## config.mk

```make
export PLATFORM = sky130hd
export DESIGN_NAME = det_csr
export DESIGN_NICKNAME = d
export VERILOG_FILES = /design/src/common/det_pkg.sv /design/src/det_csr.sv
export VERILOG_INCLUDE_DIRS = /design/src /design/src/common
export SDC_FILE = /design/constraint.sdc
export NUM_CORES = 1
export LEC_CHECK = 0
export BUFFER_PORTS_ARGS = -buffer_cell sky130_fd_sc_hd__buf_2
export CORE_MARGIN = 4
export CORE_UTILIZATION = 40
export CTS_CLUSTER_DIAMETER = 200
export DETAILED_ROUTE_END_ITERATION = 6
export PLACE_DENSITY = 0.72
export REMOVE_ABC_BUFFERS = 1
export SETUP_SLACK_MARGIN = 0.1
export SYNTH_ARGS = -nofsm -noshare
export SYNTH_HDL_FRONTEND = slang
export SYNTH_SLANG_ARGS = --single-unit
```

## constraint.sdc

```tcl
create_clock -name i_clk -period 4.4 [get_ports i_clk]
set_input_delay 0.22 -clock i_clk [delete_from_list [all_inputs] [get_ports i_clk]]
set_output_delay 0.22 -clock i_clk [all_outputs]
set_load 0.05 [all_outputs]
```

## src/common/det_defines.svh

```systemverilog
// widths, multiplier latency and slave register map of the determinant core, include where used
`ifndef DET_DEFINES_SVH
`define DET_DEFINES_SVH

// datapath widths
`define DET_DATA_W 32       // one matrix word
`define DET_BUS_AW 30       // master byte address
`define DET_RAM_AW 10       // row*32 + col
`define DET_MAX_SIZE 32     // largest N
`define DET_SIZE_W 6        // holds 0..32

`define DET_MUL_LATENCY 5   // cycles through the multiplier

// slave offsets, writes and reads share the one address bit
`define DET_REG_PTR 0       // write: source pointer
`define DET_REG_SIZE 1      // write: size, starts a job
`define DET_REG_RESULT 0    // read: determinant
`define DET_REG_STATUS 1    // read: ready / busy

`define DET_STATUS_READY 0
`define DET_STATUS_BUSY 1

`endif

```

## src/common/det_pkg.sv

```systemverilog
// shared vector types and structs of the determinant core, imported by the RTL and the testbench
`default_nettype none

`include "det_defines.svh"

package det_pkg;

	//////////////////////
	// plain vectors

	typedef logic [`DET_DATA_W-1:0] data_t;      // matrix word or running product
	typedef logic [`DET_BUS_AW-1:0] bus_addr_t;  // byte address on the master
	typedef logic [`DET_RAM_AW-1:0] ram_addr_t;  // word address into matrix ram
	typedef logic [`DET_SIZE_W-1:0] mx_size_t;   // size, row or col index

	//////////////////////
	// bundles

	// job handed from the slave to the dma, stable while busy
	typedef struct packed {
		bus_addr_t ptr;
		mx_size_t  size;
	} job_t;

	typedef struct packed {
		logic      we;
		ram_addr_t addr;   // row*32 + col
		data_t     data;
	} ram_wr_t;

	typedef struct packed {
		data_t value;
		logic  singular;   // zero found on the diagonal
	} det_result_t;

endpackage

`default_nettype wire

```

## src/det_csr.sv

```systemverilog
// register slave of the determinant core: pointer and size writes, job request, result and irq
`timescale 1ns/1ps
`default_nettype none

`include "det_defines.svh"

module det_csr import det_pkg::*; (
	input  wire               i_clk,
	input  wire               i_reset,
	input  wire               i_slave_address,
	input  wire               i_slave_write,
	input  wire data_t        i_slave_writedata,
	input  wire               i_slave_read,
	output data_t             o_slave_readdata,
	output logic              o_irq,
	output logic              o_job_req,
	output job_t              o_job,
	input  wire               i_job_ack,
	input  wire det_result_t  i_result
);

	bus_addr_t ptr_q;
	mx_size_t  size_q;
	logic      busy;       // job in flight
	data_t     result_q;   // last finished job
	logic      size_wr;
	logic      job_done;

	assign size_wr  = i_slave_write && (i_slave_address == 1'(`DET_REG_SIZE));
	assign job_done = busy && o_job_req && i_job_ack;   // dma acked, job over

	assign o_job = '{ptr: ptr_q, size: size_q};

	//////////////////////
	// pointer and size, frozen while busy

	always_ff @(posedge i_clk) begin
		if (i_slave_write && !busy) begin
			if (i_slave_address == 1'(`DET_REG_PTR))
				ptr_q <= bus_addr_t'(i_slave_writedata);
			else
				size_q <= mx_size_t'(i_slave_writedata);
		end
	end

	//////////////////////
	// job control and interrupt

	always_ff @(posedge i_clk) begin
		if (i_reset) begin
			busy      <= 1'b0;
			o_job_req <= 1'b0;
			o_irq     <= 1'b0;
			result_q  <= '0;
		end else begin
			if (i_slave_read)
				o_irq <= 1'b0;                 // any read clears it
			if (size_wr && !busy && (mx_size_t'(i_slave_writedata) != '0)) begin
				busy      <= 1'b1;             // size 0 never starts
				o_job_req <= 1'b1;
			end else if (job_done) begin
				busy      <= 1'b0;
				o_job_req <= 1'b0;             // four-phase: dma drops ack next
				o_irq     <= 1'b1;             // set wins over a same-cycle read
				// singular reads back as zero
				result_q  <= i_result.singular ? '0 : i_result.value;
			end
		end
	end

	// read mux, completes in the same cycle
	always_comb begin
		case (i_slave_address)
			1'(`DET_REG_RESULT): o_slave_readdata = result_q;
			1'(`DET_REG_STATUS): begin
				o_slave_readdata = busy ? data_t'(`DET_STATUS_BUSY)
				                        : data_t'(`DET_STATUS_READY);
			end
			default: o_slave_readdata = '0;
		endcase
	end

endmodule

`default_nettype wire

```

Yosys cells after proc, flatten, opt, wreduce, memory -nomap -nowiden
Cells that the tools add are included.
Cells by class
  multiplexer cells: 8
  bitwise operators: 2
  reduce and logical (&&, ||, !) cells: 11
Operator list (count)
  $pmux 32 s2: 1
  $mux 32: 1
  $mux 1: 6
  $reduce_and 2->1: 3
  $reduce_bool 6->1: 1
  $logic_and 1x1->1: 5
  $not 1->1: 2
  $reduce_bool 2->1: 1
  $logic_not 1->1: 1
Word-level totals
  bits in registers: 70
  input bits: 71
  output and inout bits: 70
  word-level logic and storage cells: 26

Longest topological paths before layout
Gate-level depths: netlist of run 1.
  word-level depth: 5
  depth in mapped cells: 5
  mapped depth without buffers: 3

Worst setup path after synthesis of run 1
OpenSTA, ideal clock, no wires.
  path type: reg2reg
  start point: register busy
  end point: register ptr_q[0] (enable)
  setup time: 0.461 ns
  arrival: 3.132 ns
  data required time: 3.939 ns
  path slack: 0.807 ns
  cell stages (with the launch flop): 4
  path buffers: 2
  clock period less this slack: 3.593 ns
  cells stage by stage: dfxtp_1 -> buf_2 -> buf_2 -> nor3b_1
On the way
  longest elaborated chain between the ends: 3
RTL lines
  start, declared: RTL line det_csr.sv:24  | logic busy;
  start signal, assigned: RTL line det_csr.sv:51  | busy <= 1'b0;
  start signal, assigned: RTL line det_csr.sv:59  | busy <= 1'b1;
  start signal, assigned: RTL line det_csr.sv:62  | busy <= 1'b0;
  $logic_not 1->1: RTL line det_csr.sv:38  | if (i_slave_write && !busy) begin
  $logic_and 1x1->1: RTL line det_csr.sv:38
  $reduce_and 2->1 (no source line)
  end signal, assigned: RTL line det_csr.sv:40  | ptr_q <= bus_addr_t'(i_slave_writedata);
  end, declared: RTL line det_csr.sv:22  | bus_addr_t ptr_q;
Every way passes these cells.
A chain may end at the register's enable or synchronous reset.

Worst setup path in the final report of run 1
  start point: register busy
  end point: register result_q[11]
On the way
  longest elaborated chain between the ends: 5
  elaborated cells on any way between the ends: 6
  those cells by class: bitwise: 1; reduce/logical: 5
RTL lines
  $logic_not 1->1: RTL line det_csr.sv:58  | if (size_wr && !busy && (mx_size_t'(i_slave_writedata) != '0)) begin
  $logic_and 1x1->1 (2 in series): RTL line det_csr.sv:58
  $not 1->1 (no source line)
  $reduce_and 2->1 (no source line) *
  end signal, assigned: RTL line det_csr.sv:66  | result_q <= i_result.singular ? '0 : i_result.value;
  end, declared: RTL line det_csr.sv:25  | data_t result_q;
Mark *: on every way between the ends. The rest lies on a longest branch, timed or not.

==> reports/qor.csv, run 1 <==
metric;value;unit
Pre-antenna DRT Iters;4;
Rel. slew slack;23.1;%
multi-input logic area;837;um^2
diode count;0;
max layer used;met4;
pin count of the biggest net entering global routing;39;
Cell variety after synth;14;
Reg2Reg Depth;4;
nature of the critical path endpoint;flop;
VDD IR max;0.165;mV
GRT Overall Usage;16.4;%
Die H;89.9;um
Post-Route WL;6.69;mm
Fin. Hold Viols;0;
Post-CTS Setup Inserts;0;
Crit path buffers/inverters;1;
register area;1760;um^2
Clock Latency Late Sink;0.34;ns
M1 wire length;3.12;mm
most frequent cells in the layout;buf_2 (138), edfxtp_1 (36), a21oi_1 (34), dfxtp_1 (34), nand2_1 (33);
unrepaired setup endpoints after global routing;false;
Post-CTS Hold Buffers;0;
area grow syn2layout;32.6;%
core region area;6420;um^2
register area share after synthesis;65.6;%
die area;8080;um^2
fmax;510;MHz
period utilisation layout;44.6;%
row count;29;
Arrival @ worst endpoint;2.15;ns
power per cell area;365;nW/um^2
vias in the first global route;2186;
Via density;5.01;
DR DRC count;0;
status;completed;
cell mode on critical path;nand2_1;
DR iter-0 viols;85;
WL per Instance;15.2;um
reg2reg setup slack;2.44;ns
Mapped Cells;228;
Final setup violation count;0;
CP startpoint;busy;
CTS tree;done;
# nets final;429;
critical path's top delay family;simple AND/OR/NAND/NOR gates;
initial antenna violation count;0;
CTS Sinks;70;
Root Buffer;clkbuf_8;
RePlAce Congestion;0.666;
WP data required;4.59;ns
highest net fanout along the worst path;38;
IO buf count;138;
largest cells by area after synthesis;edfxtp_1 (40%), dfxtp_1 (25%), nand4b_1 (10%);
layout cells sized above 1;43.0;%
P_leak;1.47;nW
average size of a mapped cell;11.8;um^2
Setup WS post-layout;2.44;ns
detailed placement HPWL;4.32;mm
Cell Chain, Critical Path;buf_4 -> nand2_1 -> nand2_1 -> a21oi_1;
chip width;89.9;um
grt total ovfl;0;
crit path capture;result_q[11];
WS Path Type;flop to flop;
min cycle time layout;1.96;ns
CP Depth;4;
Fill cells;573;
pre-CTS setup slack;2.26;ns
Max Cap Viol;0;
Resized Gates After CTS;0;
Least-Margin Pin Slew;1.15;ns
Antenna Nets Post-Route;0;
post-synth top area share;40.3;%
Critical Path Start Type;flop;
worst r2r src;busy;
worst reg2reg endpoint;result_q[11];
Slew Viols, Final;0;
TNS Setup;0;ns
critical path's largest stage delay;0.78;ns
Max H-tree Level;3;
most common cell after layout, fill and taps aside;buf_2;
CTS max path bufs;2;
vias after detailed routing;2205;
first-pass GRT wire length;10.7;mm
FF+latch count, synth;70;
CTS clk-pin slew, worst paths;0.07;ns
WL met3;816;um
CTS Buf Count;9;
CP max-delay cell;nand2_1;
Post-Syn Area;2680;um^2
Starting Density;41.8;%
yosys warns;0;
Worst Skew;0.00884;ns
hold crit path type;input pin to flop;
met2 wire len;2.65;mm
io pins;141;
post-synth top area cell;edfxtp_1;
-- registers in the layout, indices dropped and copies added, names as in the netlist --
name / count
ptr_q: 30
result_q: 32
busy: 1
size_q: 6
o_irq: 1
-- where the power goes --
group / internal, mW / switching, mW
clock: 0.200 / 0.227
combinational: 0.0452 / 0.115
sequential: 0.708 / 0.00485
-- worst min-delay path by stage --
stage	start	end	slack (ns)	depth (start not counted)
2_1_floorplan	i_reset	busy	0.29	1
3_3_place_gp	i_slave_writedata[12]	ptr_q[12]	0.40	1
3_5_place_dp	i_slave_writedata[28]	ptr_q[28]	0.40	1
4_1_cts	i_slave_writedata[12]	ptr_q[12]	0.04	1
5_1_grt	i_slave_writedata[11]	ptr_q[11]	0.04	1
6_report	i_slave_writedata[10]	ptr_q[10]	0.05	1
-- final cells by class --
type                            instances  area share [%]
Sequential cell                        70            49.5
Multi-Input combinational cell        137            23.5
Timing Repair Buffer                  140            19.8
Clock buffer                           11            3.69
Tap cell                               77            2.71
Clock inverter                          5           0.773
-- metrics by stage --
stage / total power, mW / area [um^2] / util, % / cells / hold WS, ns
4_1_cts: 1.31 / 3560 / 55.4 / 440 / 0.0387
5_1_grt: 1.35 / 3560 / 55.4 / 440 / 0.0357
3_5_place_dp: 0.888 / 3400 / 53.0 / 424 / 0.398
6_report: 1.30 / 3560 / 55.4 / 440 / 0.0537
3_3_place_gp: 0.886 / 3400 / 53.0 / 424 / 0.397
2_1_floorplan: 0.817 / 2590 / - / 207 / 0.289
-- synthesized netlist by cell type --
master / count
nand2b_1: 2
nand4b_1: 32
nand2_1: 33
or4_4: 1
nor3b_1: 1
and3b_1: 1
clkbuf_1: 12
a21oi_1: 34
mux2_2: 1
dfxtp_1: 34
nor2b_1: 31
o31ai_2: 1
buf_2: 9
edfxtp_1: 36
-- layer usage --
layer / GRT usage, % / vias up
li1: - / 1070
met1: 20.6 / 1004
met2: 24.3 / 120
met3: 7.43 / 11
met4: 7.27 / 0
met5: 0 / -
-- kinds of logic (layout without fill, tap and decap cells) --
| kind of cell | count (synthesis) | after routing | share of synthesized area [%] |
|---|---|---|---|
| AOI/OAI and AO/OA | 35 | 35 | 6.81 |
| buffers and inverters | 21 | 156 | 3.36 |
| DFF | 70 | 70 | 65.6 |
| muxes | 1 | 1 | 0.420 |
| and+or+nand+nor | 101 | 101 | 23.8 |
Note: power is estimated with default switching activity, not from simulation.
==> run 2, diff against run 1 <==
==> constraint.sdc (replaced) <==
create_clock -name i_clk -period 1.83 [get_ports i_clk]
set_input_delay 0.0915 -clock i_clk [delete_from_list [all_inputs] [get_ports i_clk]]
set_output_delay 0.0915 -clock i_clk [all_outputs]
set_load 0.05 [all_outputs]
==> reports/qor.csv, run 2 (same netlist as run 1, synthesis figures left out) <==
metric;value;unit
vias in the first global route;2357;
Rel. slew slack;55.3;%
area grow syn2layout;47.0;%
Reg2Reg Depth;4;
initial antenna violation count;0;
WS Path Type;flop to output pin;
Finished Cell Area;3950;um^2
Clock Latency Late Sink;0.33;ns
DR DRC count;0;
Min-Delay Path Depth;3;
WL per Instance;15.8;um
Pre-antenna DRT Iters;5;
DR iter-0 viols;74;
unrepaired setup endpoints after global routing;false;
worst reg2reg endpoint;result_q[30];
# nets final;464;
Layout Cells excl Fill;475;
CTS Buf Count;9;
pre-CTS setup slack;0.397;ns
grt total ovfl;0;
CTS tree;done;
Arrival @ worst endpoint;1.47;ns
hold crit path type;input pin to flop;
CP max-delay cell;dfxtp_2;
P_leak;1.64;nW
GRT Overall Usage;18.6;%
pin count of the biggest net entering global routing;35;
multi-input logic area;837;um^2
reg2reg setup slack;0.52;ns
max reg flops;32;
diode count;0;
Max Cap Viol;0;
layout cells sized above 1;41.2;%
Fill cells;550;
fmax;642;MHz
WP data required;1.74;ns
biggest regs;result_q (32), ptr_q (30), size_q (6);
Root Buffer;clkbuf_8;
RePlAce Congestion;0.684;
row count;29;
Antenna Nets Post-Route;0;
io pins;141;
min cycle time layout;1.56;ns
CTS Sinks;70;
Worst Skew;0.00718;ns
status;completed;
fin util;61.4;%
Max H-tree Level;3;
most frequent cells in the layout;buf_2 (138), edfxtp_1 (36), a21oi_1 (34), nand2_1 (33), dfxtp_1 (33);
Crit path buffers/inverters;2;
critical path's largest stage delay;0.46;ns
period utilisation layout;85.1;%
Post-CTS Setup Inserts;0;
Die H;89.9;um
register area;1760;um^2
hold_sp;i_result[8];
Biggest register;result_q;
first-pass GRT wire length;12.2;mm
WHS Endpoint;result_q[7];
VDD IR max;0.386;mV
vias after detailed routing;2428;
Slew Viols, Final;0;
Placed Cells;428;
CTS max path bufs;2;
die area;8080;um^2
Cell Chain, Critical Path;buf_4 -> mux2_2 -> buf_2;
IO buf count;138;
cell area after placement;3440;um^2
Fin. Hold Viols;0;
most common cell after layout, fill and taps aside;buf_2;
chip width;89.9;um
Setup WS post-layout;0.272;ns
Critical Path Start Type;flop;
worst r2r src;busy;
power per cell area;851;nW/um^2
detailed placement HPWL;4.59;mm
Final setup violation count;0;
Starting Density;41.8;%
core region area;6420;um^2
Least-Margin Pin Slew;0.671;ns
Via density;5.11;
critical path's top delay family;buffers and inverters;
highest net fanout along the worst path;13;
Post-Route WL;7.51;mm
CTS clk-pin slew, worst paths;0.07;ns
nature of the critical path endpoint;output pin;
[run 2: area by class of cell]
cell class                      instances  share of cell area, %
Timing Repair Buffer                  175                   26.8
Clock buffer                           10                   3.24
Clock inverter                          6                   1.59
Sequential cell                        70                   44.7
Tap cell                               77                   2.44
Multi-Input combinational cell        137                   21.2
[run 2: where the power goes]
| group | internal, mW | switching [mW] |
|---|---|---|
| registers | 1.70 | 0.0174 |
| logic | 0.161 | 0.290 |
| clock network | 0.624 | 0.561 |
| total | 2.49 | 0.868 |
[run 2: how the worst max path moves through the flow]
stage               startpoint             endpoint  slack [ns]  depth (start not counted)
global route              busy  o_slave_readdata[0]        0.19                          3
finish                    busy  o_slave_readdata[0]        0.27                          3
floorplan                 busy             ptr_q[0]       -1.79                          1
CTS                       busy  o_slave_readdata[0]        0.11                          3
detailed placement        busy          result_q[5]        0.40                          4
global placement          busy         result_q[27]        0.44                          4
[run 2: worst register-to-register path: stages (launching register included)]
cell and delay [ns]:
dfxtp_2 0.46, buf_4 0.24, buf_4 0.24, nand4b_1 0.12, a21oi_1 0.17
[run 2: metal layers]
metal | up-vias | part of all wire (%) | global-route usage, %
met5 | - | 0 | 0
met2 | 150 | 43 | 27.4
met3 | 13 | 11 | 6.93
li1 | 1142 | - | -
met1 | 1123 | 45 | 24.8
met4 | 0 | 1.2 | 7.65
[run 2: through the flow]
stage	setup TNS (ns)	power [mW]	hold WS [ns]
3_5_place_dp	0	2.15	0.270
3_3_place_gp	0	2.14	0.269
4_1_cts	0	3.40	0.00344
6_report	0	3.36	0.0244
5_1_grt	0	3.50	0.000103
2_1_floorplan	-71.69	1.96	0.161
[run 2: what timing repair did]
action,in CTS,in global routing
resized for setup,0,1
setup endpoints to repair,0,1
hold buffers,31,0
hold endpoints to repair,37,0
