**src/common/det_defines.svh**
```systemverilog
// widths, multiplier latency and slave register map of the determinant core, include where used
`ifndef DET_DEFINES_SVH
`define DET_DEFINES_SVH

// datapath widths
`define DET_DATA_W 32       // one matrix word
`define DET_BUS_AW 30       // master byte address
`define DET_RAM_AW 10       // row*32 + col
`define DET_MAX_SIZE 32     // largest N
`define DET_SIZE_W 6        // holds 0..32

`define DET_MUL_LATENCY 5   // cycles through the multiplier

// slave offsets, writes and reads share the one address bit
`define DET_REG_PTR 0       // write: source pointer
`define DET_REG_SIZE 1      // write: size, starts a job
`define DET_REG_RESULT 0    // read: determinant
`define DET_REG_STATUS 1    // read: ready / busy

`define DET_STATUS_READY 0
`define DET_STATUS_BUSY 1

`endif

```
**src/common/det_pkg.sv**
```systemverilog
// shared vector types and structs of the determinant core, imported by the RTL and the testbench
`default_nettype none

`include "det_defines.svh"

package det_pkg;

	//////////////////////
	// plain vectors

	typedef logic [`DET_DATA_W-1:0] data_t;      // matrix word or running product
	typedef logic [`DET_BUS_AW-1:0] bus_addr_t;  // byte address on the master
	typedef logic [`DET_RAM_AW-1:0] ram_addr_t;  // word address into matrix ram
	typedef logic [`DET_SIZE_W-1:0] mx_size_t;   // size, row or col index

	//////////////////////
	// bundles

	// job handed from the slave to the dma, stable while busy
	typedef struct packed {
		bus_addr_t ptr;
		mx_size_t  size;
	} job_t;

	typedef struct packed {
		logic      we;
		ram_addr_t addr;   // row*32 + col
		data_t     data;
	} ram_wr_t;

	typedef struct packed {
		data_t value;
		logic  singular;   // zero found on the diagonal
	} det_result_t;

endpackage

`default_nettype wire

```
**src/diag/det_diag.sv**
```systemverilog
// diagonal unit of the determinant core: multiplies the diagonal of the stored triangular matrix
`timescale 1ns/1ps
`default_nettype none

`include "det_defines.svh"

module det_diag import det_pkg::*; (
	input  wire             i_clk,
	input  wire             i_reset,
	input  wire             i_calc_req,
	input  wire mx_size_t   i_size,
	output logic            o_calc_ack,
	output ram_addr_t       o_rd_addr,
	input  wire data_t      i_rd_data,
	output det_result_t     o_result
);

	localparam int LAT   = `DET_MUL_LATENCY;
	localparam int LAT_W = $clog2(LAT);

	typedef enum logic [1:0] {ST_IDLE, ST_READ, ST_MUL, ST_ACK} state_t;
	state_t state;

	mx_size_t         k;                    // diagonal index
	logic [LAT_W-1:0] lat_cnt;              // cycles spent in the multiplier
	data_t            prod;                 // running product, last pipe stage
	data_t            mul_pipe [0:LAT-2];
	det_result_t      result_q;
	logic             lat_done;
	logic             last_k;
	logic             zero_entry;

	// entry (k,k) sits at k*32 + k
	assign o_rd_addr = ram_addr_t'({k[4:0], k[4:0]});

	assign lat_done   = (lat_cnt == LAT_W'(LAT - 1));
	assign last_k     = (k == i_size - mx_size_t'(1));
	// ram data is valid in the first multiply cycle
	assign zero_entry = (state == ST_MUL) && (lat_cnt == '0) && (i_rd_data == '0);

	assign o_result = result_q;

	//////////////////////
	// sweep control

	always_ff @(posedge i_clk) begin
		if (i_reset) begin
			state      <= ST_IDLE;
			k          <= '0;
			lat_cnt    <= '0;
			o_calc_ack <= 1'b0;
			result_q   <= '0;
		end else begin
			case (state)
				ST_IDLE: begin
					if (i_calc_req) begin
						k     <= '0;
						state <= ST_READ;
					end
				end
				ST_READ: begin
					lat_cnt <= '0;             // address out, data next cycle
					state   <= ST_MUL;
				end
				ST_MUL: begin
					lat_cnt <= lat_cnt + LAT_W'(1);
					if (zero_entry) begin
						// singular, no point in finishing the sweep
						result_q   <= '{value: '0, singular: 1'b1};
						o_calc_ack <= 1'b1;
						state      <= ST_ACK;
					end else if (lat_done) begin
						if (last_k) begin
							result_q   <= '{value: mul_pipe[LAT-2], singular: 1'b0};
							o_calc_ack <= 1'b1;
							state      <= ST_ACK;
						end else begin
							k     <= k + mx_size_t'(1);
							state <= ST_READ;
						end
					end
				end
				ST_ACK: begin
					// result stays put until the next request
					if (!i_calc_req) begin
						o_calc_ack <= 1'b0;
						state      <= ST_IDLE;
					end
				end
				default: state <= ST_IDLE;
			endcase
		end
	end

	//////////////////////
	// multiplier pipeline

	always_ff @(posedge i_clk) begin
		if (state == ST_IDLE)
			prod <= data_t'(1);                  // empty product
		else if (state == ST_MUL && lat_done)
			prod <= mul_pipe[LAT-2];             // lands in time for the next entry
		if (state == ST_MUL) begin
			// low word is the same for signed operands, wraps
			mul_pipe[0] <= prod * i_rd_data;
			for (int i = 1; i < LAT - 1; i++)
				mul_pipe[i] <= mul_pipe[i-1];
		end
	end

endmodule

`default_nettype wire

```
**config.mk**
```make
export PLATFORM = sky130hd
export DESIGN_NAME = det_diag
export DESIGN_NICKNAME = d
export VERILOG_FILES = /design/src/common/det_pkg.sv /design/src/diag/det_diag.sv
export VERILOG_INCLUDE_DIRS = /design/src /design/src/common
export SDC_FILE = /design/constraint.sdc
export NUM_CORES = 1
export LEC_CHECK = 0
export ABC_AREA = 1
export BUFFER_PORTS_ARGS = -buffer_cell sky130_fd_sc_hd__clkbuf_2
export CORE_UTILIZATION = 40
export CTS_BUF_LIST = sky130_fd_sc_hd__clkbuf_8 sky130_fd_sc_hd__clkbuf_16
export CTS_CLUSTER_SIZE = 10
export DETAILED_ROUTE_END_ITERATION = 6
export GPL_TIMING_DRIVEN = 0
export PLACE_DENSITY = 0.53
export SYNTH_ARGS = -nofsm -noshare
export SYNTH_HDL_FRONTEND = slang
export SYNTH_SLANG_ARGS = --single-unit
export TNS_END_PERCENT = 30
```
**constraint.sdc**
```tcl
create_clock -name i_clk -period 10.03 [get_ports i_clk]
set_input_delay 0 -clock i_clk [delete_from_list [all_inputs] [get_ports i_clk]]
set_output_delay 0 -clock i_clk [all_outputs]
set_load 0.03 [all_outputs]
```
**Word-level counts from Yosys, hierarchy flattened**

Memories as Yosys holds them, arrays and structs flattened.
Index checks and enable logic that the tools add are counted.

- Register bits after elaboration: 77
- Latch bits: 0
- Bits in writable memories: 128
- ROM bits: 0
- Input bits: 41
- Output and inout bits: 44
- Logic and storage cells: 61
- Memories: 1

- Add/sub/neg operators: 3
- $mul: 1
- Div/mod/pow operators: 0
- Order comparisons: 0
- Eq/ne operators: 12
- Shift-type cells: 0
- Mux-type cells: 22
- Bitwise logic cells: 0
- Reduce and logical (&&, ||, !) cells: 15

Memories:

| name | depth | width | rd ports | clocked after Yosys merged registers in | write ports | RTL line | text |
|---|---|---|---|---|---|---|---|
| mul_pipe | 4 | 32 | 4 | 0 | 4 | det_diag.sv:27 | `data_t mul_pipe [0:LAT-2];` |

Operators by type and width:

| cell | number |
|---|---|
| 2-to-1 mux 33 bit | 3 |
| logical NOT 32 bit | 1 |
| multiplier 32 x 32 -> 32 bit | 1 |
| 2-to-1 mux 6 bit | 4 |
| one-hot mux 6 bit (2 select lines) | 1 |
| 2-to-1 mux 2 bit | 5 |
| != test 2 bit, second input constant | 5 |
| nonzero test 2 bit | 5 |
| one-hot mux 2 bit (4 select lines) | 1 |
| adder 6 x 1 -> 6 bit, second input constant | 1 |
| == test 6 bit | 1 |
| 2-to-1 mux 1 bit | 6 |
| != test 3 bit, second input constant | 2 |
| one-hot mux 3 bit (2 select lines) | 1 |
| AND reduction 3 bit | 2 |
| subtractor 6 x 1 -> 6 bit, second input constant | 1 |
| AND reduction 5 bit | 1 |
| == test 2 bit, second input constant | 2 |
| AND reduction 4 bit | 1 |
| adder 3 x 1 -> 3 bit, second input constant | 1 |
| == test 3 bit, second input constant | 1 |
| logical AND 1 bit | 3 |
| logical NOT 3 bit | 1 |
| == test 2 x 1 -> 1 bit, second input constant | 1 |
| 2 further kinds | 2 |

**Depth between registers and ports, before layout**

- Word-level depth: 6
- Mapped depth: 37
- Depth with buffers taken out: 35

**Worst setup path before layout**

OpenSTA, ideal clock, no wires.

- Kind: reg2reg
- From: reg prod[13], read port of mul_pipe
- To: mem mul_pipe[0][30] (netlist name), data pin
- Setup time: 258 ps
- Arrival: 6097 ps
- Required time: 9772 ps
- Slack: 3675 ps
- Stages on the path, launching flop included: 22
- Buffers on the path: 2
- Clock period less this slack: 6355 ps
- Cell sequence: dfxtp_1 -> clkbuf_1 -> buf_1 -> nand2_1 -> fa_1 -> inv_1 -> fa_1 -> inv_1 -> fa_1 -> fa_1 -> inv_1 -> fa_1 -> fa_1 -> fa_1 -> fa_1 -> ha_1 -> a21o_1 -> a221oi_1 -> nand2_1 -> a21oi_1 -> nand2_1 -> xor2_1

RTL lines:

| what | RTL line | text |
|---|---|---|
| start, declared | det_diag.sv:26 | `data_t prod;` |
| end, declared | det_diag.sv:27 |  |

==> run summary <==
The run finished, with violations left. The final reports fail on design-rule violations. The worst clock skew came out at 0.0173 ns.

After Yosys synthesis, and, or, nand and nor cells account for 17.4% of the synthesized area. The multi-input combinational cells in the finished layout cover a total of 15,100 µm². The max-slew violation total from the final report was 0.

Critical path required time: 10.30 ns. The clock-pin slew of the registers on the worst-case setup and hold paths is 0.06 ns. The critical path ends at mul_pipe[0][31]. The class of the most critical hold timing path is primary input to flip-flop. Of the post-synthesis cell area, the part taken by muxes is 0%. The run gives 1,380 as the number of violations reported at the end of detailed-routing iteration 0.

In this run the vertical extent of the chip is 247 µm. The fraction of layout cells with a size suffix above 1 came out at 4.60%. Highest clock frequency the design can meet: 119 MHz. The number of gates resized after CTS was 0. During I/O placement, the number of pins put on the boundary was 85. The number of antenna violations at the first check in global routing was 2. The run gives 1 as the number of levels in the clock H-tree. After detailed routing, the average wire length per cell comes to 20.1 µm.

Setup repair after global routing left no endpoint under its margin. The layout has 5,948 filler cells. The standard-cell row count came out at 89.

The smallest clock period supported by the final layout is computed as 8.43 ns. TritonCTS built the clock tree. Walking the worst path, the cells encountered are clkbuf_1 -> buf_1 -> nand2_1 -> fa_1 -> fa_1 -> fa_1 -> inv_1 -> fa_1 -> inv_1 -> fa_1 -> fa_1 -> fa_1 -> fa_1 -> inv_1 -> ha_1 -> nand2_1 -> nor2_1 -> nand3_1 -> nor2_1 -> a211oi_1 -> nand2_1 -> inv_1 -> nand2_1 -> nand2_1. At the end of routability-driven placement, the weighted congestion stood at 0.945.

For the number of CTS-inserted buffers, the log shows 24. STA classifies the critical path endpoint as a flip-flop. Port buffering added 70 buffers.

For the effective utilization at floorplan, the log shows 40.7%. The tools report the number of cells in the finished layout apart from fillers as 3,776. The cell sitting at the root of the clock tree is a sky130_fd_sc_hd__clkbuf_16. The synthesized net count was 3,466. The cell with the largest stage delay on the worst path was sky130_fd_sc_hd__buf_1.

The die covers 61,200 µm². After detailed routing, the total wire length is 76,000 µm. The logs give 0.51 ns for the clock latency on the worst-skew pair and 3,567 for the number of nets at the end of the flow. The xor/xnor share of the synthesized area is 1.60%. After synthesis, flip-flops and latches occupy 22.4% of the total area. For flop-to-flop paths, the worst setup slack is 1.60 ns.

The HPWL after detailed placement is 61,700 µm. The relative max-transition margin was 12.6%. Setup violations remaining at the end of the flow were counted as 0. The number of different library cells used by synthesis comes to 36.

The worst register-to-register path has a depth of 24. The pin count of the biggest net entering global routing came out at 67. The number of antenna repair diodes is 0, and the via total after detailed routing is 18,696.

The adder-cell area share of the yosys netlist works out to 40.7%. The via count of the first global-routing pass is 19,279. The worst register-to-register path ends at mul_pipe[0][31].

The die width is 247 µm. For the final-layout setup total negative slack, the log shows 0 ns. The detail-routed via count per cell was 4.95; the final routed DRC violation total was 2.

The tools report the count of maximum capacitance violations as 0. The warning count from the yosys run was 0; the final period utilization was 84.1%. The analysis attributes to cell leakage a power of 14.6 nW.

The final hold violation count is 0, and the mean area per synthesized cell is 8.35 µm². The cell area after technology mapping was 24,100 µm². The first global-routing pass estimated 116,000 µm of wire. Of all nets on the critical path, the largest fanout is 10. The arrival time of the worst setup path is 8.70 ns, and the detailed-router iteration count before antenna repair is 7. After technology mapping, the gate count stands at 2,886. The growth of design area from synthesis to finish was 8.78%. The critical path is of the flip-flop to flip-flop type. The most critical setup path has its startpoint at prod[3]. Counting flops and latches in the post-synthesis netlist gives 205.

The worst setup path is launched from a flip-flop. Summing the areas of all compound-gate instances in the mapped netlist gives 2.98% of the synthesized area. Worst stage delay on the critical path: 1.03 ns. Counting tap cells, the placed design contains a total of 3,731 instances. The run gives 0 as the count of antenna-violating nets left after detailed routing.

In this run, post-CTS hold repair placed 3 buffers. The total power per unit cell area was 84.2 nW/µm²; the area taken by flip-flops and latches was 5390 µm². For the sum of overflow across all layers after global routing, the log shows 0. The area of the core was 59,200 µm². The tree built by TritonCTS fans out to 205 sinks. In this run the critical register-to-register path is launched from prod[3]. Global routing used 25.6% of the available tracks. The most frequent cell on the critical path was sky130_fd_sc_hd__fa_1. The longest clock path from root to sink contains 3 buffers. The number of setup buffers added after CTS is 0.

For the pin with the worst max-slew slack, the measured transition is 1.31 ns. VDD sags by at most 107 µV. By area, the combinational part of the netlist is dominated by adder cells.
-- synth_stat cells --
cell type	count	area share, %
sky130_fd_sc_hd__a211oi_1	2	0.062
sky130_fd_sc_hd__a21o_1	7	0.22
sky130_fd_sc_hd__a21oi_1	64	1.3
sky130_fd_sc_hd__a21oi_2	2	0.073
sky130_fd_sc_hd__a21oi_4	1	0.068
sky130_fd_sc_hd__a221oi_1	1	0.036
sky130_fd_sc_hd__a31o_2	1	0.036
sky130_fd_sc_hd__a31oi_1	5	0.13
sky130_fd_sc_hd__and3_1	1	0.026
sky130_fd_sc_hd__buf_1	16	0.25
sky130_fd_sc_hd__buf_2	8	0.17
sky130_fd_sc_hd__buf_4	11	0.34
sky130_fd_sc_hd__buf_6	7	0.33
sky130_fd_sc_hd__clkbuf_1	105	1.6
sky130_fd_sc_hd__dfxtp_1	77	6.4
sky130_fd_sc_hd__edfxtp_1	128	16
sky130_fd_sc_hd__fa_1	408	34
sky130_fd_sc_hd__ha_1	131	6.8
sky130_fd_sc_hd__inv_1	782	12
sky130_fd_sc_hd__inv_2	1	0.016
sky130_fd_sc_hd__nand2_1	782	12
sky130_fd_sc_hd__nand2_4	2	0.093
sky130_fd_sc_hd__nand3_1	66	1.4
sky130_fd_sc_hd__nand3b_1	14	0.44
sky130_fd_sc_hd__nand4_1	42	1.1
sky130_fd_sc_hd__nor2_1	103	1.6
sky130_fd_sc_hd__nor2_2	1	0.026
sky130_fd_sc_hd__nor3_1	13	0.27
sky130_fd_sc_hd__nor3_2	2	0.083
sky130_fd_sc_hd__nor4_1	5	0.13
sky130_fd_sc_hd__o21ai_0	48	1.0
sky130_fd_sc_hd__o21bai_1	1	0.031
sky130_fd_sc_hd__or2_1	3	0.078
sky130_fd_sc_hd__or2_2	2	0.052
sky130_fd_sc_hd__xnor2_1	10	0.36
sky130_fd_sc_hd__xor2_1	34	1.2
-- cell families (layout without fill, tap and decap cells) --
family | after synthesis | count (layout)
AOI/OAI and AO/OA | 132 | 132
xor gates and xnor gates | 44 | 44
adders and majority gates | 539 | 539
buffers and inverters | 930 | 1047
DFF | 205 | 205
and+or+nand+nor | 1036 | 1036
-- through the flow --
step                      total power [mW]  util [%]  worst slack, ns  instance area, µm²  hold WS [ns]
final                                 2.21      44.2             1.60               26200         0.141
after global routing                  2.31      44.2             1.46               26200         0.139
after CTS                             2.23      44.2             1.76               26200        0.0977
after detailed placement              1.45      43.0             1.82               25500         0.405
after global placement                1.45      42.9             1.82               25400         0.401
after floorplan                       1.30         -             3.67               24100         0.179
-- where the power goes --
group | switching [mW] | internal [mW]
clock network | 0.317 | 0.451
logic | 0.271 | 0.105
registers | 0.0420 | 1.02
-- worst max-delay path: cells and delay by family (launching register included) --
kind	cells	cell delay [ns]
adders and majority gates	9	4.39
buffers and inverters	6	2.25
DFF	1	0.38
and+or+nand+nor	8	1.12
AOI/OAI and AO/OA	1	0.06
-- placed cells by master (no fill, tap or decap), types with 3 or more instances in the layout --
cell type,Yosys,final
sky130_fd_sc_hd__inv_1,782,797
sky130_fd_sc_hd__nand2_1,782,782
sky130_fd_sc_hd__fa_1,408,408
sky130_fd_sc_hd__ha_1,131,130
sky130_fd_sc_hd__edfxtp_1,128,128
sky130_fd_sc_hd__clkbuf_1,105,105
sky130_fd_sc_hd__nor2_1,103,103
sky130_fd_sc_hd__dfxtp_1,77,77
sky130_fd_sc_hd__clkbuf_2,0,70
sky130_fd_sc_hd__nand3_1,66,66
sky130_fd_sc_hd__a21oi_1,64,64
sky130_fd_sc_hd__o21ai_0,48,48
sky130_fd_sc_hd__nand4_1,42,42
sky130_fd_sc_hd__xor2_1,34,34
sky130_fd_sc_hd__clkbuf_16,0,25
sky130_fd_sc_hd__buf_1,16,16
sky130_fd_sc_hd__nand3b_1,14,14
sky130_fd_sc_hd__nor3_1,13,13
sky130_fd_sc_hd__buf_4,11,11
sky130_fd_sc_hd__xnor2_1,10,10
sky130_fd_sc_hd__buf_2,8,8
sky130_fd_sc_hd__buf_6,7,7
sky130_fd_sc_hd__a21o_1,7,7
sky130_fd_sc_hd__a31oi_1,5,5
sky130_fd_sc_hd__nor4_1,5,5
sky130_fd_sc_hd__or2_1,3,3
sky130_fd_sc_hd__dlygate4sd3_1,0,3
-- registers in the layout, summed over array words and instances (netlist names) --
name	count
prod	32
state	2
mul_pipe	128
k	6
lat_cnt	3
o_calc_ack	1
o_result	33
-- how the worst min path moves through the flow --
stage	start	end	cells past startpoint
finish	i_rd_data[0]	mul_pipe[0][0]	3
global route	i_rd_data[0]	mul_pipe[0][0]	3
CTS	i_rd_data[0]	mul_pipe[0][0]	3
detailed placement	mul_pipe[0][12]	mul_pipe[1][12]	0
global placement	mul_pipe[2][2]	mul_pipe[3][2]	0
floorplan	i_reset	state[0]	3
-- layer usage --
layer  share of wire [%]  wire length [µm]  GRT usage [%]
met2                  47             35900           42.5
met5               0.030                23              0
met4                 3.3              2480           7.27
met1                  42             32100           34.6
met3                 7.2              5460           3.97
-- area by class of cell --
type / count / share of cell area [%]
Multi-Input combinational cell: 1751 / 57.7
Clock inverter: 16 / 0.234
Tap cell: 773 / 3.69
Inverter: 783 / 11.2
Clock buffer: 26 / 2.44
Sequential cell: 205 / 20.5
Timing Repair Buffer: 75 / 1.66
Buffer: 147 / 2.50
(Power assumes the default switching activity.)
