File: config.mk
export PLATFORM = sky130hd
export DESIGN_NAME = det_dma
export DESIGN_NICKNAME = d
export VERILOG_FILES = /design/src/common/det_pkg.sv /design/src/dma/det_dma.sv
export VERILOG_INCLUDE_DIRS = /design/src /design/src/common
export SDC_FILE = /design/constraint.sdc
export NUM_CORES = 1
export LEC_CHECK = 0
export ABC_CLOCK_PERIOD_IN_PS = 5700
export BUFFER_PORTS_ARGS = -buffer_cell sky130_fd_sc_hd__buf_2
export CORE_MARGIN = 10
export CORE_UTILIZATION = 30
export DETAILED_ROUTE_END_ITERATION = 12
export SLEW_MARGIN = 20
export SYNTH_ARGS = -nofsm -noshare
export SYNTH_HDL_FRONTEND = slang
export SYNTH_SLANG_ARGS = --single-unit
File: constraint.sdc
create_clock -name i_clk -period 5.7 [get_ports i_clk]
set_clock_uncertainty 0.05 [all_clocks]
set_input_delay 1.14 -clock i_clk [delete_from_list [all_inputs] [get_ports i_clk]]
set_output_delay 1.14 -clock i_clk [all_outputs]
set_load 0.1 [all_outputs]
File: src/common/det_defines.svh
// widths, multiplier latency and slave register map of the determinant core, include where used
`ifndef DET_DEFINES_SVH
`define DET_DEFINES_SVH

// datapath widths
`define DET_DATA_W 32       // one matrix word
`define DET_BUS_AW 30       // master byte address
`define DET_RAM_AW 10       // row*32 + col
`define DET_MAX_SIZE 32     // largest N
`define DET_SIZE_W 6        // holds 0..32

`define DET_MUL_LATENCY 5   // cycles through the multiplier

// slave offsets, writes and reads share the one address bit
`define DET_REG_PTR 0       // write: source pointer
`define DET_REG_SIZE 1      // write: size, starts a job
`define DET_REG_RESULT 0    // read: determinant
`define DET_REG_STATUS 1    // read: ready / busy

`define DET_STATUS_READY 0
`define DET_STATUS_BUSY 1

`endif

File: src/common/det_pkg.sv
// shared vector types and structs of the determinant core, imported by the RTL and the testbench
`default_nettype none

`include "det_defines.svh"

package det_pkg;

	//////////////////////
	// plain vectors

	typedef logic [`DET_DATA_W-1:0] data_t;      // matrix word or running product
	typedef logic [`DET_BUS_AW-1:0] bus_addr_t;  // byte address on the master
	typedef logic [`DET_RAM_AW-1:0] ram_addr_t;  // word address into matrix ram
	typedef logic [`DET_SIZE_W-1:0] mx_size_t;   // size, row or col index

	//////////////////////
	// bundles

	// job handed from the slave to the dma, stable while busy
	typedef struct packed {
		bus_addr_t ptr;
		mx_size_t  size;
	} job_t;

	typedef struct packed {
		logic      we;
		ram_addr_t addr;   // row*32 + col
		data_t     data;
	} ram_wr_t;

	typedef struct packed {
		data_t value;
		logic  singular;   // zero found on the diagonal
	} det_result_t;

endpackage

`default_nettype wire

File: src/dma/det_dma.sv
// burst read master of the determinant core: fills the matrix ram, then hands the job to the diagonal unit
`timescale 1ns/1ps
`default_nettype none

`include "det_defines.svh"

module det_dma import det_pkg::*; (
	input  wire             i_clk,
	input  wire             i_reset,
	input  wire             i_job_req,
	input  wire job_t       i_job,
	output logic            o_job_ack,
	output bus_addr_t       o_address,
	output logic            o_read,
	input  wire             i_waitrequest,
	input  wire data_t      i_readdata,
	input  wire             i_readdatavalid,
	output ram_wr_t         o_ram_wr,
	output logic            o_calc_req,
	output mx_size_t        o_calc_size,
	input  wire             i_calc_ack
);

	localparam int CNT_W = 2 * `DET_SIZE_W - 1;   // n*n up to 1024

	typedef enum logic [1:0] {ST_IDLE, ST_FETCH, ST_CALC, ST_ACK} state_t;
	state_t state;

	logic [CNT_W-1:0] total;     // words in the matrix
	logic [CNT_W-1:0] req_cnt;   // addresses accepted
	logic [CNT_W-1:0] rcv_cnt;   // words returned
	mx_size_t         row;
	mx_size_t         col;
	logic             wr_we;
	ram_addr_t        wr_addr;
	data_t            wr_data;
	logic             accept;
	logic             beat;
	logic             last_beat;

	assign total     = CNT_W'(i_job.size) * CNT_W'(i_job.size);
	assign accept    = o_read && !i_waitrequest;            // address taken this cycle
	assign beat      = (state == ST_FETCH) && i_readdatavalid;
	assign last_beat = beat && (rcv_cnt == total - CNT_W'(1));

	assign o_calc_size = i_job.size;   // csr holds job until job_ack
	assign o_ram_wr    = '{we: wr_we, addr: wr_addr, data: wr_data};

	//////////////////////
	// control

	always_ff @(posedge i_clk) begin
		if (i_reset) begin
			state      <= ST_IDLE;
			o_read     <= 1'b0;
			o_calc_req <= 1'b0;
			o_job_ack  <= 1'b0;
			wr_we      <= 1'b0;
			req_cnt    <= '0;
			rcv_cnt    <= '0;
			row        <= '0;
			col        <= '0;
		end else begin
			wr_we <= beat;   // ram write one cycle after the data
			case (state)
				ST_IDLE: begin
					if (i_job_req) begin
						o_read  <= 1'b1;
						req_cnt <= '0;
						rcv_cnt <= '0;
						row     <= '0;
						col     <= '0;
						state   <= ST_FETCH;
					end
				end
				ST_FETCH: begin
					// request side runs ahead of the receive side
					if (accept) begin
						req_cnt <= req_cnt + CNT_W'(1);
						if (req_cnt == total - CNT_W'(1))
							o_read <= 1'b0;    // last address accepted
					end
					if (beat) begin
						rcv_cnt <= rcv_cnt + CNT_W'(1);
						if (col == i_job.size - mx_size_t'(1)) begin
							col <= '0;
							row <= row + mx_size_t'(1);
						end else begin
							col <= col + mx_size_t'(1);
						end
					end
					if (last_beat) begin
						o_calc_req <= 1'b1;    // ram write lands before diag reads
						state      <= ST_CALC;
					end
				end
				ST_CALC: begin
					if (i_calc_ack) begin
						o_calc_req <= 1'b0;
						o_job_ack  <= 1'b1;
						state      <= ST_ACK;
					end
				end
				ST_ACK: begin
					if (!i_job_req) begin     // csr has latched the result
						o_job_ack <= 1'b0;
						state     <= ST_IDLE;
					end
				end
				default: state <= ST_IDLE;
			endcase
		end
	end

	//////////////////////
	// address and ram payload

	always_ff @(posedge i_clk) begin
		if (state == ST_IDLE && i_job_req)
			o_address <= i_job.ptr;
		else if (accept)
			o_address <= o_address + bus_addr_t'(4);   // next word, held under waitrequest
		wr_addr <= ram_addr_t'({row[4:0], col[4:0]});     // row*32 + col
		wr_data <= i_readdata;
	end

endmodule

`default_nettype wire

======== After elaboration in Yosys (flattened, before gate mapping) ========
Index checks and enable logic that the tools add are counted.
word-level totals
  output and inout port bits .............. 82
  RAM bits ................................ 0
  bits in registers ....................... 112
  input port bits ......................... 74
  memories kept ........................... 0
  bits in read-only memories .............. 0
  bits in latches ......................... 0
  logic and storage cells ................. 80
cells by class
  add/sub/neg operators ................... 7
  shifts and indexed selects .............. 0
  div/mod/pow operators ................... 0
  bitwise logic cells ..................... 0
  equality and inequality tests ........... 14
  muxes and demuxes ....................... 29
  reduce and logical (&&, ||, !) cells .... 17
  $lt $le $gt $ge ......................... 0
  multiply operators ...................... 1
operators by type and width
  kind                   number
  $mux 30                2
  $pmux 11 s2            2
  $mux 11                3
  $add 30x3->30 const B  1
  $mux 6                 5
  $pmux 6 s2             2
  $add 11x1->11 const B  2
  $eq 11x11->1           2
  $add 6x1->6 const B    2
  $ne 2x2->1 const B     6
  $reduce_and 3->1       4
  $reduce_and 4->1       3
  $mul 6x6->11           1
  $sub 11x1->11 const B  1
  $mux 2                 4
  $pmux 2 s4             1
  $reduce_bool 2->1      4
  $mux 1                 7
  $eq 6x6->1             1
  $pmux 1 s2             3
  $sub 6x1->6 const B    1
  $eq 2x2->1 const B     2
  $logic_and 1x1->1      4
  $ne 2x1->1 const B     2
  other kinds (3)        3

======== Depth between registers and ports, before layout ========
Gate-level depths: netlist (run 1).
  word-level depth ........................ 6
  gate-level depth with buffers ........... 17
  gate-level depth less buffers ........... 16

======== Worst setup path before layout (run 1) ========
OpenSTA, ideal clock, no wires.
  kind .................................... input to register
  start point ............................. in i_job[2] in the netlist's numbering
  end point ............................... reg o_calc_req
  data arrival time ....................... 5,200 ps
  setup time .............................. 123 ps
  data required time ...................... 5,527 ps
  buffers on the path ..................... 1
  path slack .............................. 327 ps
  stages .................................. 17
  cell sequence ........................... clkbuf_1 > nand2_1 > inv_1 > fa_1 > inv_1 > fa_1 > fa_1 > inv_1 > ha_1 > ha_1 > nand3_1 > nor3b_1 > a221oi_1 > xnor2_1 > o21ai_1 > nor4_4 > mux2_1
between the ends
  word-level cells in the longest chain between the ends .. 6
ends and longest elaborated chain
  item                               RTL line       RTL
  start: declaration                 det_dma.sv:11  input wire job_t i_job,
  $mul 6x6->11                       det_dma.sv:41  assign total = CNT_W'(i_job.size) * CNT_W'(i_job.size);
  $sub 11x1->11                      det_dma.sv:44  assign last_beat = beat && (rcv_cnt == total - CNT_W'(1));
  $eq 11x11->1                       det_dma.sv:44
  $logic_and 1x1->1                  det_dma.sv:44
  $ne 2x2->1 (no source line)        -
  $reduce_and 3->1 (no source line)  -
  end signal: assignment             det_dma.sv:56  o_calc_req <= 1'b0;
  end signal: assignment             det_dma.sv:93  o_calc_req <= 1'b1;
  end signal: assignment             det_dma.sv:99  o_calc_req <= 1'b0;
  end: declaration                   det_dma.sv:19  output logic o_calc_req,
Every way passes these cells.
A chain may end at the register's enable or synchronous reset.

======== Worst setup path after layout (run 1) ========
  start point ............................. in i_job[1] in the netlist's numbering
  end point ............................... reg o_calc_req
The elaborated chain is that of the path after synthesis.

==> results of run 1 <==
[power by group]
part | switching, µW | total (µW) | internal, µW | leakage [µW]
Clock | 307 | 654 | 348 | 0.000148
Sequential | 163 | 1190 | 1020 | 0.000959
Combinational | 1580 | 2060 | 480 | 0.00201
[sequential cells by signal, summed over array words and instances (netlist names)]
name	cells
rcv_cnt	11
wr_addr	10
wr_we	1
row	5
o_address	30
o_read	1
wr_data	32
o_calc_req	1
col	6
o_job_ack	1
state	2
req_cnt	11
[metrics by stage]
step	cell area (µm²)	util [%]	setup slack (ns)	power [µW]	hold slack, ns
2_1_floorplan	5800	-	0.327	2890	0.295
3_3_place_gp	6830	36.2	0.189	3250	0.309
3_5_place_dp	6830	36.2	0.105	3270	0.310
4_1_cts	7140	37.8	0.436	3950	0.321
5_1_grt	7140	37.8	0.202	4140	0.335
6_report	7140	37.8	0.475	3900	0.319
[Yosys cell counts, types with 2 or more instances]
cell type	n
nand4_1	19
and3_1	9
nor3_1	2
a21oi_1	25
nand2b_1	12
ha_1	30
nand4b_1	2
nand3b_1	3
and2_1	3
dfxtp_1	81
buf_4	7
nor3b_1	3
a21o_1	3
fa_1	11
nor2b_1	2
mux2_1	3
or2_2	2
or4_1	2
clkbuf_1	16
mux2i_1	7
nor2_1	48
xor2_1	44
inv_1	35
xnor3_1	2
buf_2	2
edfxtp_1	30
o21ai_1	4
o21ai_0	35
xnor2_1	32
a21boi_0	2
nor4b_1	2
nand3_1	19
or2_1	3
or3_1	11
nand2_1	77
[worst min path at each step]
| stage | from | end | cells after the start | slack, ns |
|---|---|---|---|---|
| finish | row[4] | wr_addr[9] | 0 | 0.32 |
| global route | row[4] | wr_addr[9] | 0 | 0.33 |
| CTS | row[4] | wr_addr[9] | 0 | 0.32 |
| detailed placement | row[4] | wr_addr[9] | 0 | 0.31 |
| global placement | row[4] | wr_addr[9] | 0 | 0.31 |
| floorplan | row[4] | wr_addr[9] | 0 | 0.29 |
[layer usage]
| layer | GRT usage (%) | vias up | routed length (µm) |
|---|---|---|---|
| li1 | - | 2348 | - |
| met1 | 15.2 | 2088 | 7310 |
| met2 | 18.1 | 136 | 6470 |
| met3 | 4.18 | 14 | 1040 |
| met4 | 2.02 | 2 | 112 |
| met5 | 0 | - | 7 |
[placed cells by master, fill, tap and decap left out, drive strengths merged, types with 7 or more instances in the layout]
cell type	synthesis	final
nand2	77	77
nand3	20	20
xnor2	32	32
nand2b	12	12
dfxtp	81	81
fa	11	11
nor2	48	48
mux2i	7	7
buf	10	163
a21oi	25	25
xor2	44	44
o21ai	39	39
ha	30	30
nand4	19	19
inv	35	37
edfxtp	30	30
and3	9	9
or3	11	11
clkbuf	16	9
[logic make-up (layout without fill, tap and decap cells)]
logic type      after synthesis  in the layout
other cells                   1              1
buf+inv                      62            215
mux                          11             11
compound gates               81             81
flops                       111            111
simple gates                224            224
xor+xnor                     78             78
fa+ha+maj                    41             41
[critical path: stages]
cell	delay (ns)
buf_2	0.12
nand2_1	0.11
inv_1	0.07
fa_1	0.49
inv_1	0.05
fa_1	0.46
fa_1	0.53
inv_1	0.04
ha_1	0.28
ha_1	0.37
nand3_1	0.11
nor3b_1	0.15
a221oi_1	0.44
xnor2_1	0.19
o21ai_1	0.13
nor4_4	0.38
mux2_1	0.35
[final cells by class]
| cell class | instances | share of cell area [%] |
|---|---|---|
| clock buffers | 9 | 3.16 |
| clock inverters | 7 | 1.16 |
| inverters | 36 | 1.89 |
| multi-input cells | 436 | 42.2 |
| flip-flops and latches | 111 | 35.3 |
| well taps | 260 | 4.56 |
| repair buffers | 163 | 11.7 |
==> flow_metrics.py, run 1 <==
metrics = {
    "yosys": {
        "async_flop_share_pct": 0,
        "netlist_instances": 609,
        "synth-simple-area-share_pct": 19.4,
        "yosysSeqAreaShare_pct": 43.5,
        "synth_compound_area_share_pct": 7.98,
        "synth_ff_type": "dfxtp_1",
        "synth_xor_area_share_pct": 12.2,
        "synth.area.mux_share_pct": 1.98,
        "synth_top_family_by_area": "simple AND/OR/NAND/NOR gates",
        "synth_top_area_share_pct": 27.9,
        "synth_edf_count": 30,
        "synthTopCellsByArea": "dfxtp_1 28%, edfxtp_1 16%, xor2_1 6.6%",
        "synthesis.nets": 724,
        "avgSynthCellArea_um2": 9.53,
        "synth.distinct_cells": 56,
        "synth_area_um2": 5800,
        "ys_warn_count": 0,
        "synth-seq-cells": 111,
        "yosysTopAreaCell": "dfxtp_1",
        "synthAdderAreaFrac_pct": 10.3,
    },
    "layout": {
        "multi_input_area_um2": 3010,
        "regArea_um2": 2520,
        "n_fill_cell": 1983,
        "nets": 872,
        "fin_cells": 1022,
        "layout-drive-gt1-share_pct": 24.5,
        "diodes": 0,
        "area_growth_pct": 23.0,
    },
    "sta": {
        "slew_headroom_pct": 58.7,
        "fmax_mhz": 191,
        "hold_viol_final": 0,
        "min_period_ns": 5.23,
        "period_share_pct": 91.7,
        "tightest_slew_ns": 0.612,
        "finalSetupTns_ns": 0,
        "rsz0062_at_grt": "no",
        "setup_viol_count_final": 0,
        "slew_viol_final": 0,
    },
    "placed_design": {
        "portBuffers": 155,
        "gp_congestion": 0.781,
        "dp_cells": 1006,
        "hpwl_um": 11700,
    },
    "pwr": {
        "ir_worst_vdd_v": 0.000225,
        "leakage_uw": 0.00312,
        "power_density_nw_per_um2": 547,
    },
    "setup_path": {
        "crit_end": "o_calc_req",
        "end_kind": "flip-flop",
        "reg2reg_setup_slack_ns": 2.64,
        "startpoint_type": "input pin",
        "critPathMaxFanout": 5,
        "timing.rr.end": "o_read",
        "rr_worst_depth": 8,
        "reg2reg_from": "state[1]",
        "cp_data_arrival_time_ns": 5.41,
        "crit_start": "i_job[1]",
        "required_ns": 5.89,
        "path_class": "input pin to flip-flop",
    },
    "floorplan": {
        "dieArea_um2": 25300,
        "die_h_um": 159,
        "fp.coreArea_um2": 18900,
        "die_w_um": 159,
        "rows": 50,
        "io_pins": 156,
        "initial_utilization_pct": 30.7,
    },
    "routing": {
        "drt_pass1_iterations": 4,
        "drt_iter0_drc": 259,
        "postRouteAntennaNets": 0,
        "post_drt_wl_per_cell_um": 14.6,
        "drc": 0,
        "viasPerCell": 4.49,
        "wirelength_um": 14900,
        "via_count": 4588,
    },
    "job": {
        "maxCapViolations": 0,
    },
    "clock_network": {
        "cts_tree": "done",
        "clk_path_buf_depth": 2,
        "cts.sinks": 111,
        "cts_hold_buf": 0,
        "root_buffer": "clkbuf_16",
        "clock_latency_ns": 0.35,
        "cts_buffers": 9,
        "clk_pin_slew_worst_paths_ns": 0.07,
        "cts_setup_buffers": 0,
        "cts-resized-gates": 0,
        "cts-htree-levels": 3,
    },
    "status": {
        "status": "finished, final reports clean",
    },
    "global_route": {
        "antenna_found_initial": 1,
        "grt_pass1_wl_um": 24300,
        "grt-ovfl-total": 0,
        "grt_max_degree": 54,
        "grt_pass1_vias": 4503,
        "track_usage_pct": 11.6,
    },
    "worst_hold_path": {
        "hold_class": "flip-flop to flip-flop",
    },
}
Note: power is estimated with default switching activity, not from simulation.
==> run 2, diff against run 1 <==
--- a/config.mk
+++ b/config.mk
@@ -11,6 +11,7 @@
 export CORE_MARGIN = 10
 export CORE_UTILIZATION = 30
 export DETAILED_ROUTE_END_ITERATION = 12
+export REMOVE_ABC_BUFFERS = 1
 export SLEW_MARGIN = 20
 export SYNTH_ARGS = -nofsm -noshare
 export SYNTH_HDL_FRONTEND = slang
==> run 2 against run 1 <==
Effect of this change: combinational power about the same; worst hold slack improved by 0.0073 ns; setup slack improved by 0.066 ns; non-clock buffer count unchanged; final area about the same; register-to-register slack improved by 0.18 ns; utilization about the same; global-route usage increased by 0.095 points; sequential share of layout area about the same; total power decreased by 0.24%; die area unchanged.
==> flow_metrics.py, run 2 (same netlist as run 1, synthesis figures left out) <==
metrics = {
    "status": {
        "status": "finished, final reports clean",
    },
    "routing": {
        "drt_pass1_iterations": 4,
        "drt_iter0_drc": 211,
        "postRouteAntennaNets": 0,
        "wirelength_um": 14900,
        "drc": 0,
        "via_count": 4584,
        "post_drt_wl_per_cell_um": 14.6,
        "viasPerCell": 4.48,
    },
    "global_route": {
        "grt_max_degree": 56,
        "grt_pass1_vias": 4611,
        "grt_pass1_wl_um": 24500,
        "grt-ovfl-total": 0,
        "antenna_found_initial": 1,
        "track_usage_pct": 11.7,
    },
    "layout": {
        "area_growth_pct": 22.9,
        "fin_cells": 1023,
        "nets": 872,
        "multi_input_area_um2": 3010,
        "finalInstanceArea_um2": 7130,
        "mostFrequentLayoutCells": "155 x buf_2, 81 x dfxtp_1, 77 x nand2_1",
        "top_regs": "wr_data x32, o_address x30",
        "final_util_pct": 37.8,
        "regArea_um2": 2520,
        "layout-drive-gt1-share_pct": 24.7,
        "largest_reg_flops": 32,
        "regMostFlops": "wr_data",
        "n_fill_cell": 1993,
        "final_common_cell": "buf_2",
    },
    "clock_network": {
        "cts.sinks": 111,
        "cts_buffers": 9,
        "clk_path_buf_depth": 2,
        "clk_pin_slew_worst_paths_ns": 0.08,
        "clock_latency_ns": 0.36,
        "cts-htree-levels": 3,
        "root_buffer": "clkbuf_16",
        "cts_tree": "done",
        "cts-resized-gates": 0,
        "cts_hold_buf": 0,
        "cts_setup_buffers": 0,
    },
    "placed_design": {
        "place_worst_setup_slack_ns": 0.147,
        "placed_cell_area_um2": 6830,
        "dp_cells": 1006,
        "portBuffers": 155,
        "gp_congestion": 0.823,
        "hpwl_um": 11800,
    },
    "job": {
        "maxCapViolations": 0,
    },
    "pwr": {
        "pwr-share-clk_pct": 16.5,
        "power_frac_seq_pct": 30.7,
        "leakage_uw": 0.00312,
        "ir_worst_vdd_v": 0.000229,
        "p_sw_uw": 2070,
        "power_density_nw_per_um2": 546,
        "swShare_pct": 53.1,
        "comb_power_share_pct": 52.8,
        "p_int_uw": 1830,
    },
    "sta": {
        "min_period_ns": 5.16,
        "hold_viol_final": 0,
        "slew_viol_final": 0,
        "fin_ws_ns": 0.541,
        "tightest_slew_ns": 0.664,
        "slew_headroom_pct": 55.1,
        "finalSetupTns_ns": 0,
        "fmax_mhz": 194,
        "setup_viol_count_final": 0,
        "period_share_pct": 90.5,
        "rsz0062_at_grt": "no",
    },
    "worst_hold_path": {
        "min_path_cells": 0,
        "min_from": "row[4]",
        "hold_class": "flip-flop to flip-flop",
        "whs_endpoint": "wr_addr[9]",
    },
    "floorplan": {
        "die_h_um": 159,
        "dieArea_um2": 25300,
        "rows": 50,
        "die_w_um": 159,
        "initial_utilization_pct": 30.7,
        "fp.coreArea_um2": 18900,
        "io_pins": 156,
    },
    "setup_path": {
        "startpoint_type": "input pin",
        "end_kind": "flip-flop",
        "timing.rr.end": "o_read",
        "path_class": "input pin to flip-flop",
        "reg2reg_from": "state[0]",
        "cp_data_arrival_time_ns": 5.35,
        "reg2reg_setup_slack_ns": 2.82,
        "rr_worst_depth": 7,
        "critPathMaxFanout": 5,
        "required_ns": 5.89,
    },
}
==> run 2: area by class of cell <==
class                   instances  area share [%]
diodes                          1          0.0351
clock buffers                  10            3.35
clock inverters                 6           0.877
inverters                      36            1.89
multi-input cells             436            42.2
flip-flops and latches        111            35.4
well taps                     260            4.56
repair buffers                163            11.7
==> run 2: worst max-delay path, stage by stage <==
cell and delay (ns):
buf_2 0.10, nand2_1 0.12, inv_1 0.07, fa_1 0.50, inv_1 0.05, fa_1 0.46, fa_1 0.51, inv_1 0.04
ha_1 0.28, ha_1 0.36, nand3_1 0.11, nor3b_1 0.15, a221oi_1 0.45, xnor2_1 0.17, o21ai_1 0.11, nor4_4 0.36
mux2_1 0.36
==> run 2: worst max path at each step <==
stage | start | end | slack (ns) | cells after the start
6_report | i_job[5] | state[0] | 0.54 | 17
3_5_place_dp | i_job[5] | state[0] | 0.15 | 17
4_1_cts | i_job[5] | state[0] | 0.53 | 17
2_1_floorplan | i_job[5] | o_calc_req | 0.55 | 16
3_3_place_gp | i_job[5] | o_calc_req | 0.20 | 17
5_1_grt | i_job[5] | state[0] | 0.28 | 17
==> run 2: metal layers <==
layer / wire, µm / track usage, %
met1: 7110 / 14.7
met2: 6650 / 18.7
met3: 1010 / 4.03
met4: 178 / 3.07
met5: 0 / 0
==> run 2: power by group through the flow <==
| stage | registers (µW) | logic, µW | clock network (µW) |
|---|---|---|---|
| 3_3_place_gp | 1200 | 2060 | 0 |
| 3_5_place_dp | 1210 | 2070 | 0 |
| 2_1_floorplan | 2110 | 730 | 0 |
| 5_1_grt | 1220 | 2210 | 705 |
| 4_1_cts | 1190 | 2070 | 670 |
| 6_report | 1190 | 2050 | 644 |
==> run 2: through the flow <==
step	hold slack [ns]	power, µW
after global placement	0.311	3260
after floorplan	0.295	2850
final	0.326	3890
after detailed placement	0.314	3280
after CTS	0.330	3930
after global routing	0.345	4130
==> run 3, diff against run 2 <==
--- a/config.mk
+++ b/config.mk
@@ -6,11 +6,14 @@
 export SDC_FILE = /design/constraint.sdc
 export NUM_CORES = 1
 export LEC_CHECK = 0
-export ABC_CLOCK_PERIOD_IN_PS = 5700
+export ABC_CLOCK_PERIOD_IN_PS = 4550
 export BUFFER_PORTS_ARGS = -buffer_cell sky130_fd_sc_hd__buf_2
+export CELL_PAD_IN_SITES_DETAIL_PLACEMENT = 1
+export CELL_PAD_IN_SITES_GLOBAL_PLACEMENT = 1
 export CORE_MARGIN = 10
 export CORE_UTILIZATION = 30
 export DETAILED_ROUTE_END_ITERATION = 12
+export PLACE_DENSITY_LB_ADDON = 0.1
 export REMOVE_ABC_BUFFERS = 1
 export SLEW_MARGIN = 20
 export SYNTH_ARGS = -nofsm -noshare
==> constraint.sdc (replaced) <==
create_clock -name i_clk -period 4.55 [get_ports i_clk]
set_clock_uncertainty 0.05 [all_clocks]
set_input_delay 0.91 -clock i_clk [delete_from_list [all_inputs] [get_ports i_clk]]
set_output_delay 0.91 -clock i_clk [all_outputs]
set_load 0.1 [all_outputs]
==> run 3 against run 2 <==
Effect of this change: the flow now finishes with violations (setup timing); sequential power is 25% higher; die area did not move; final area rose by 8.8%; via count rose by 6.2%; critical endpoint is now state[1]; largest cell class unchanged.
==> flow_metrics.py, run 3 (same netlist as run 1, synthesis figures left out) <==
metrics = {
    "status": {
        "status": "complete, but fails checks",
        "violations": "setup timing",
    },
    "routing": {
        "drt_iter0_drc": 213,
        "drt_pass1_iterations": 4,
        "wirelength_um": 17000,
        "post_drt_wl_per_cell_um": 16.0,
        "viasPerCell": 4.58,
        "via_count": 4867,
        "postRouteAntennaNets": 0,
        "drc": 0,
    },
    "clock_network": {
        "cts_tree": "done",
        "clock_latency_ns": 0.35,
        "cts_buffers": 9,
        "clk_path_buf_depth": 2,
        "cts_hold_buf": 0,
        "root_buffer": "clkbuf_16",
        "cts-htree-levels": 3,
        "cts.sinks": 111,
        "clk_pin_slew_worst_paths_ns": 0.08,
    },
    "floorplan": {
        "rows": 50,
        "io_pins": 156,
        "die_h_um": 159,
        "die_w_um": 159,
        "fp.coreArea_um2": 18900,
        "initial_utilization_pct": 30.7,
        "dieArea_um2": 25300,
    },
    "layout": {
        "area_growth_pct": 33.7,
        "final_util_pct": 41.1,
        "layout-drive-gt1-share_pct": 33.0,
        "nets": 913,
        "diodes": 0,
        "largest_reg_flops": 32,
        "top_regs": "wr_data x32, o_address x30",
        "fin_cells": 1063,
        "mostFrequentLayoutCells": "153 x buf_2, 81 x dfxtp_1, 75 x nand2_1",
        "regMostFlops": "wr_data",
        "final_common_cell": "buf_2",
    },
    "job": {
        "maxCapViolations": 0,
    },
    "setup_path": {
        "end_kind": "flip-flop",
        "cp_data_arrival_time_ns": 4.78,
        "required_ns": 4.74,
        "worst-path-buf-inv": 6,
        "crit_slowest_cell": "fa_1",
        "crit_chain": "buf_8, nand2_4, inv_4, fa_1, inv_2, fa_1, fa_1, inv_2, ha_4, ha_4, a21o_1, a21oi_2, buf_4, o21ai_4, xor2_2, o21ai_2, nor4_4, buf_4, mux2_4",
        "critPathMaxFanout": 6,
        "path_delay_family": "adder cells",
        "slowest_delay_ns": 0.55,
        "startpoint_type": "input pin",
        "path_class": "input pin to flip-flop",
        "cp_common_cell": "fa_1",
    },
    "global_route": {
        "grt_util_met1_pct": 15.6,
        "grt_pass1_vias": 5265,
        "use_met3_pct": 2.97,
        "antenna_found_initial": 0,
        "grt_most_used_layer": "met2",
        "grt_pass1_wl_um": 27700,
        "grt-ovfl-total": 0,
        "met2_usage_pct": 23.9,
        "track_usage_pct": 13.2,
        "grt_max_degree": 50,
    },
    "sta": {
        "slew_viol_final": 0,
        "finalSetupTns_ns": -0.110,
        "slew_headroom_pct": 57.7,
        "fin_ws_ns": -0.0383,
        "setup_viol_count_final": 3,
        "period_share_pct": 101,
        "fmax_mhz": 218,
        "min_period_ns": 4.59,
        "hold_viol_final": 0,
        "rsz0062_at_grt": "yes",
        "tightest_slew_ns": 0.634,
    },
    "pwr": {
        "leakage_uw": 0.00338,
        "ir_worst_vdd_v": 0.000206,
        "p_total_uw": 5390,
        "power_density_nw_per_um2": 695,
    },
    "placed_design": {
        "hpwl_um": 13500,
        "dp_cells": 1036,
        "place_worst_setup_slack_ns": -0.692,
        "gp_congestion": 0.776,
        "portBuffers": 155,
    },
    "worst_hold_path": {
        "hold_class": "flip-flop to flip-flop",
    },
}
## run 3: cell type report
cell class,instances,area [µm²]
clock buffers,9,225
clock inverters,7,97.6
fillers,2225,11100
inverters,36,138
multi-input cells,436,3280
flip-flops and latches,111,2520
well taps,260,325
repair buffers,204,1170
## run 3: where the power goes
group,switching (µW),internal (µW)
Combinational,2150,905
Sequential,206,1280
Clock,402,444
## run 3: routing by layer
| layer | part of all wire, % | up-vias |
|---|---|---|
| met2 | 52 | 85 |
| met1 | 43 | 2351 |
| met3 | 4.1 | 9 |
| met4 | 0.95 | 0 |
| li1 | - | 2422 |
| met5 | 0 | - |
## run 3: worst paths after layout
path	startpoint	endpoint	slack, ns	cells past startpoint
max	i_job[2]	state[1]	-0.04	19
min	row[4]	wr_addr[9]	0.32	0
max reg2reg	state[0]	o_read	1.46	7
min reg2reg	row[4]	wr_addr[9]	0.32	0
## run 3: timing repair
item / 4_1_cts / 5_1_grt
endpoints found under the setup margin: 4 / 4
hold endpoints to repair: 0 / 0
buffers inserted: 4 / 7
resized for setup: 23 / 31
pin swaps: 12 / 28
## run 3: through the flow
step	hold WS [ns]	cell area, µm²
floorplan	0.295	5670
global placement	0.309	7060
detailed placement	0.316	7060
finish	0.325	7760
global route	0.332	7760
CTS	0.327	7560
## run 3: worst register-to-register path: cells and delay by family, from the launching register on
kind,cells,cell delay (ns)
AO/OA/AOI/OAI,3,0.89
adder cells (fa/ha/maj),1,0.60
flip-flops,1,0.42
AND/OR/NAND/NOR,3,1.00
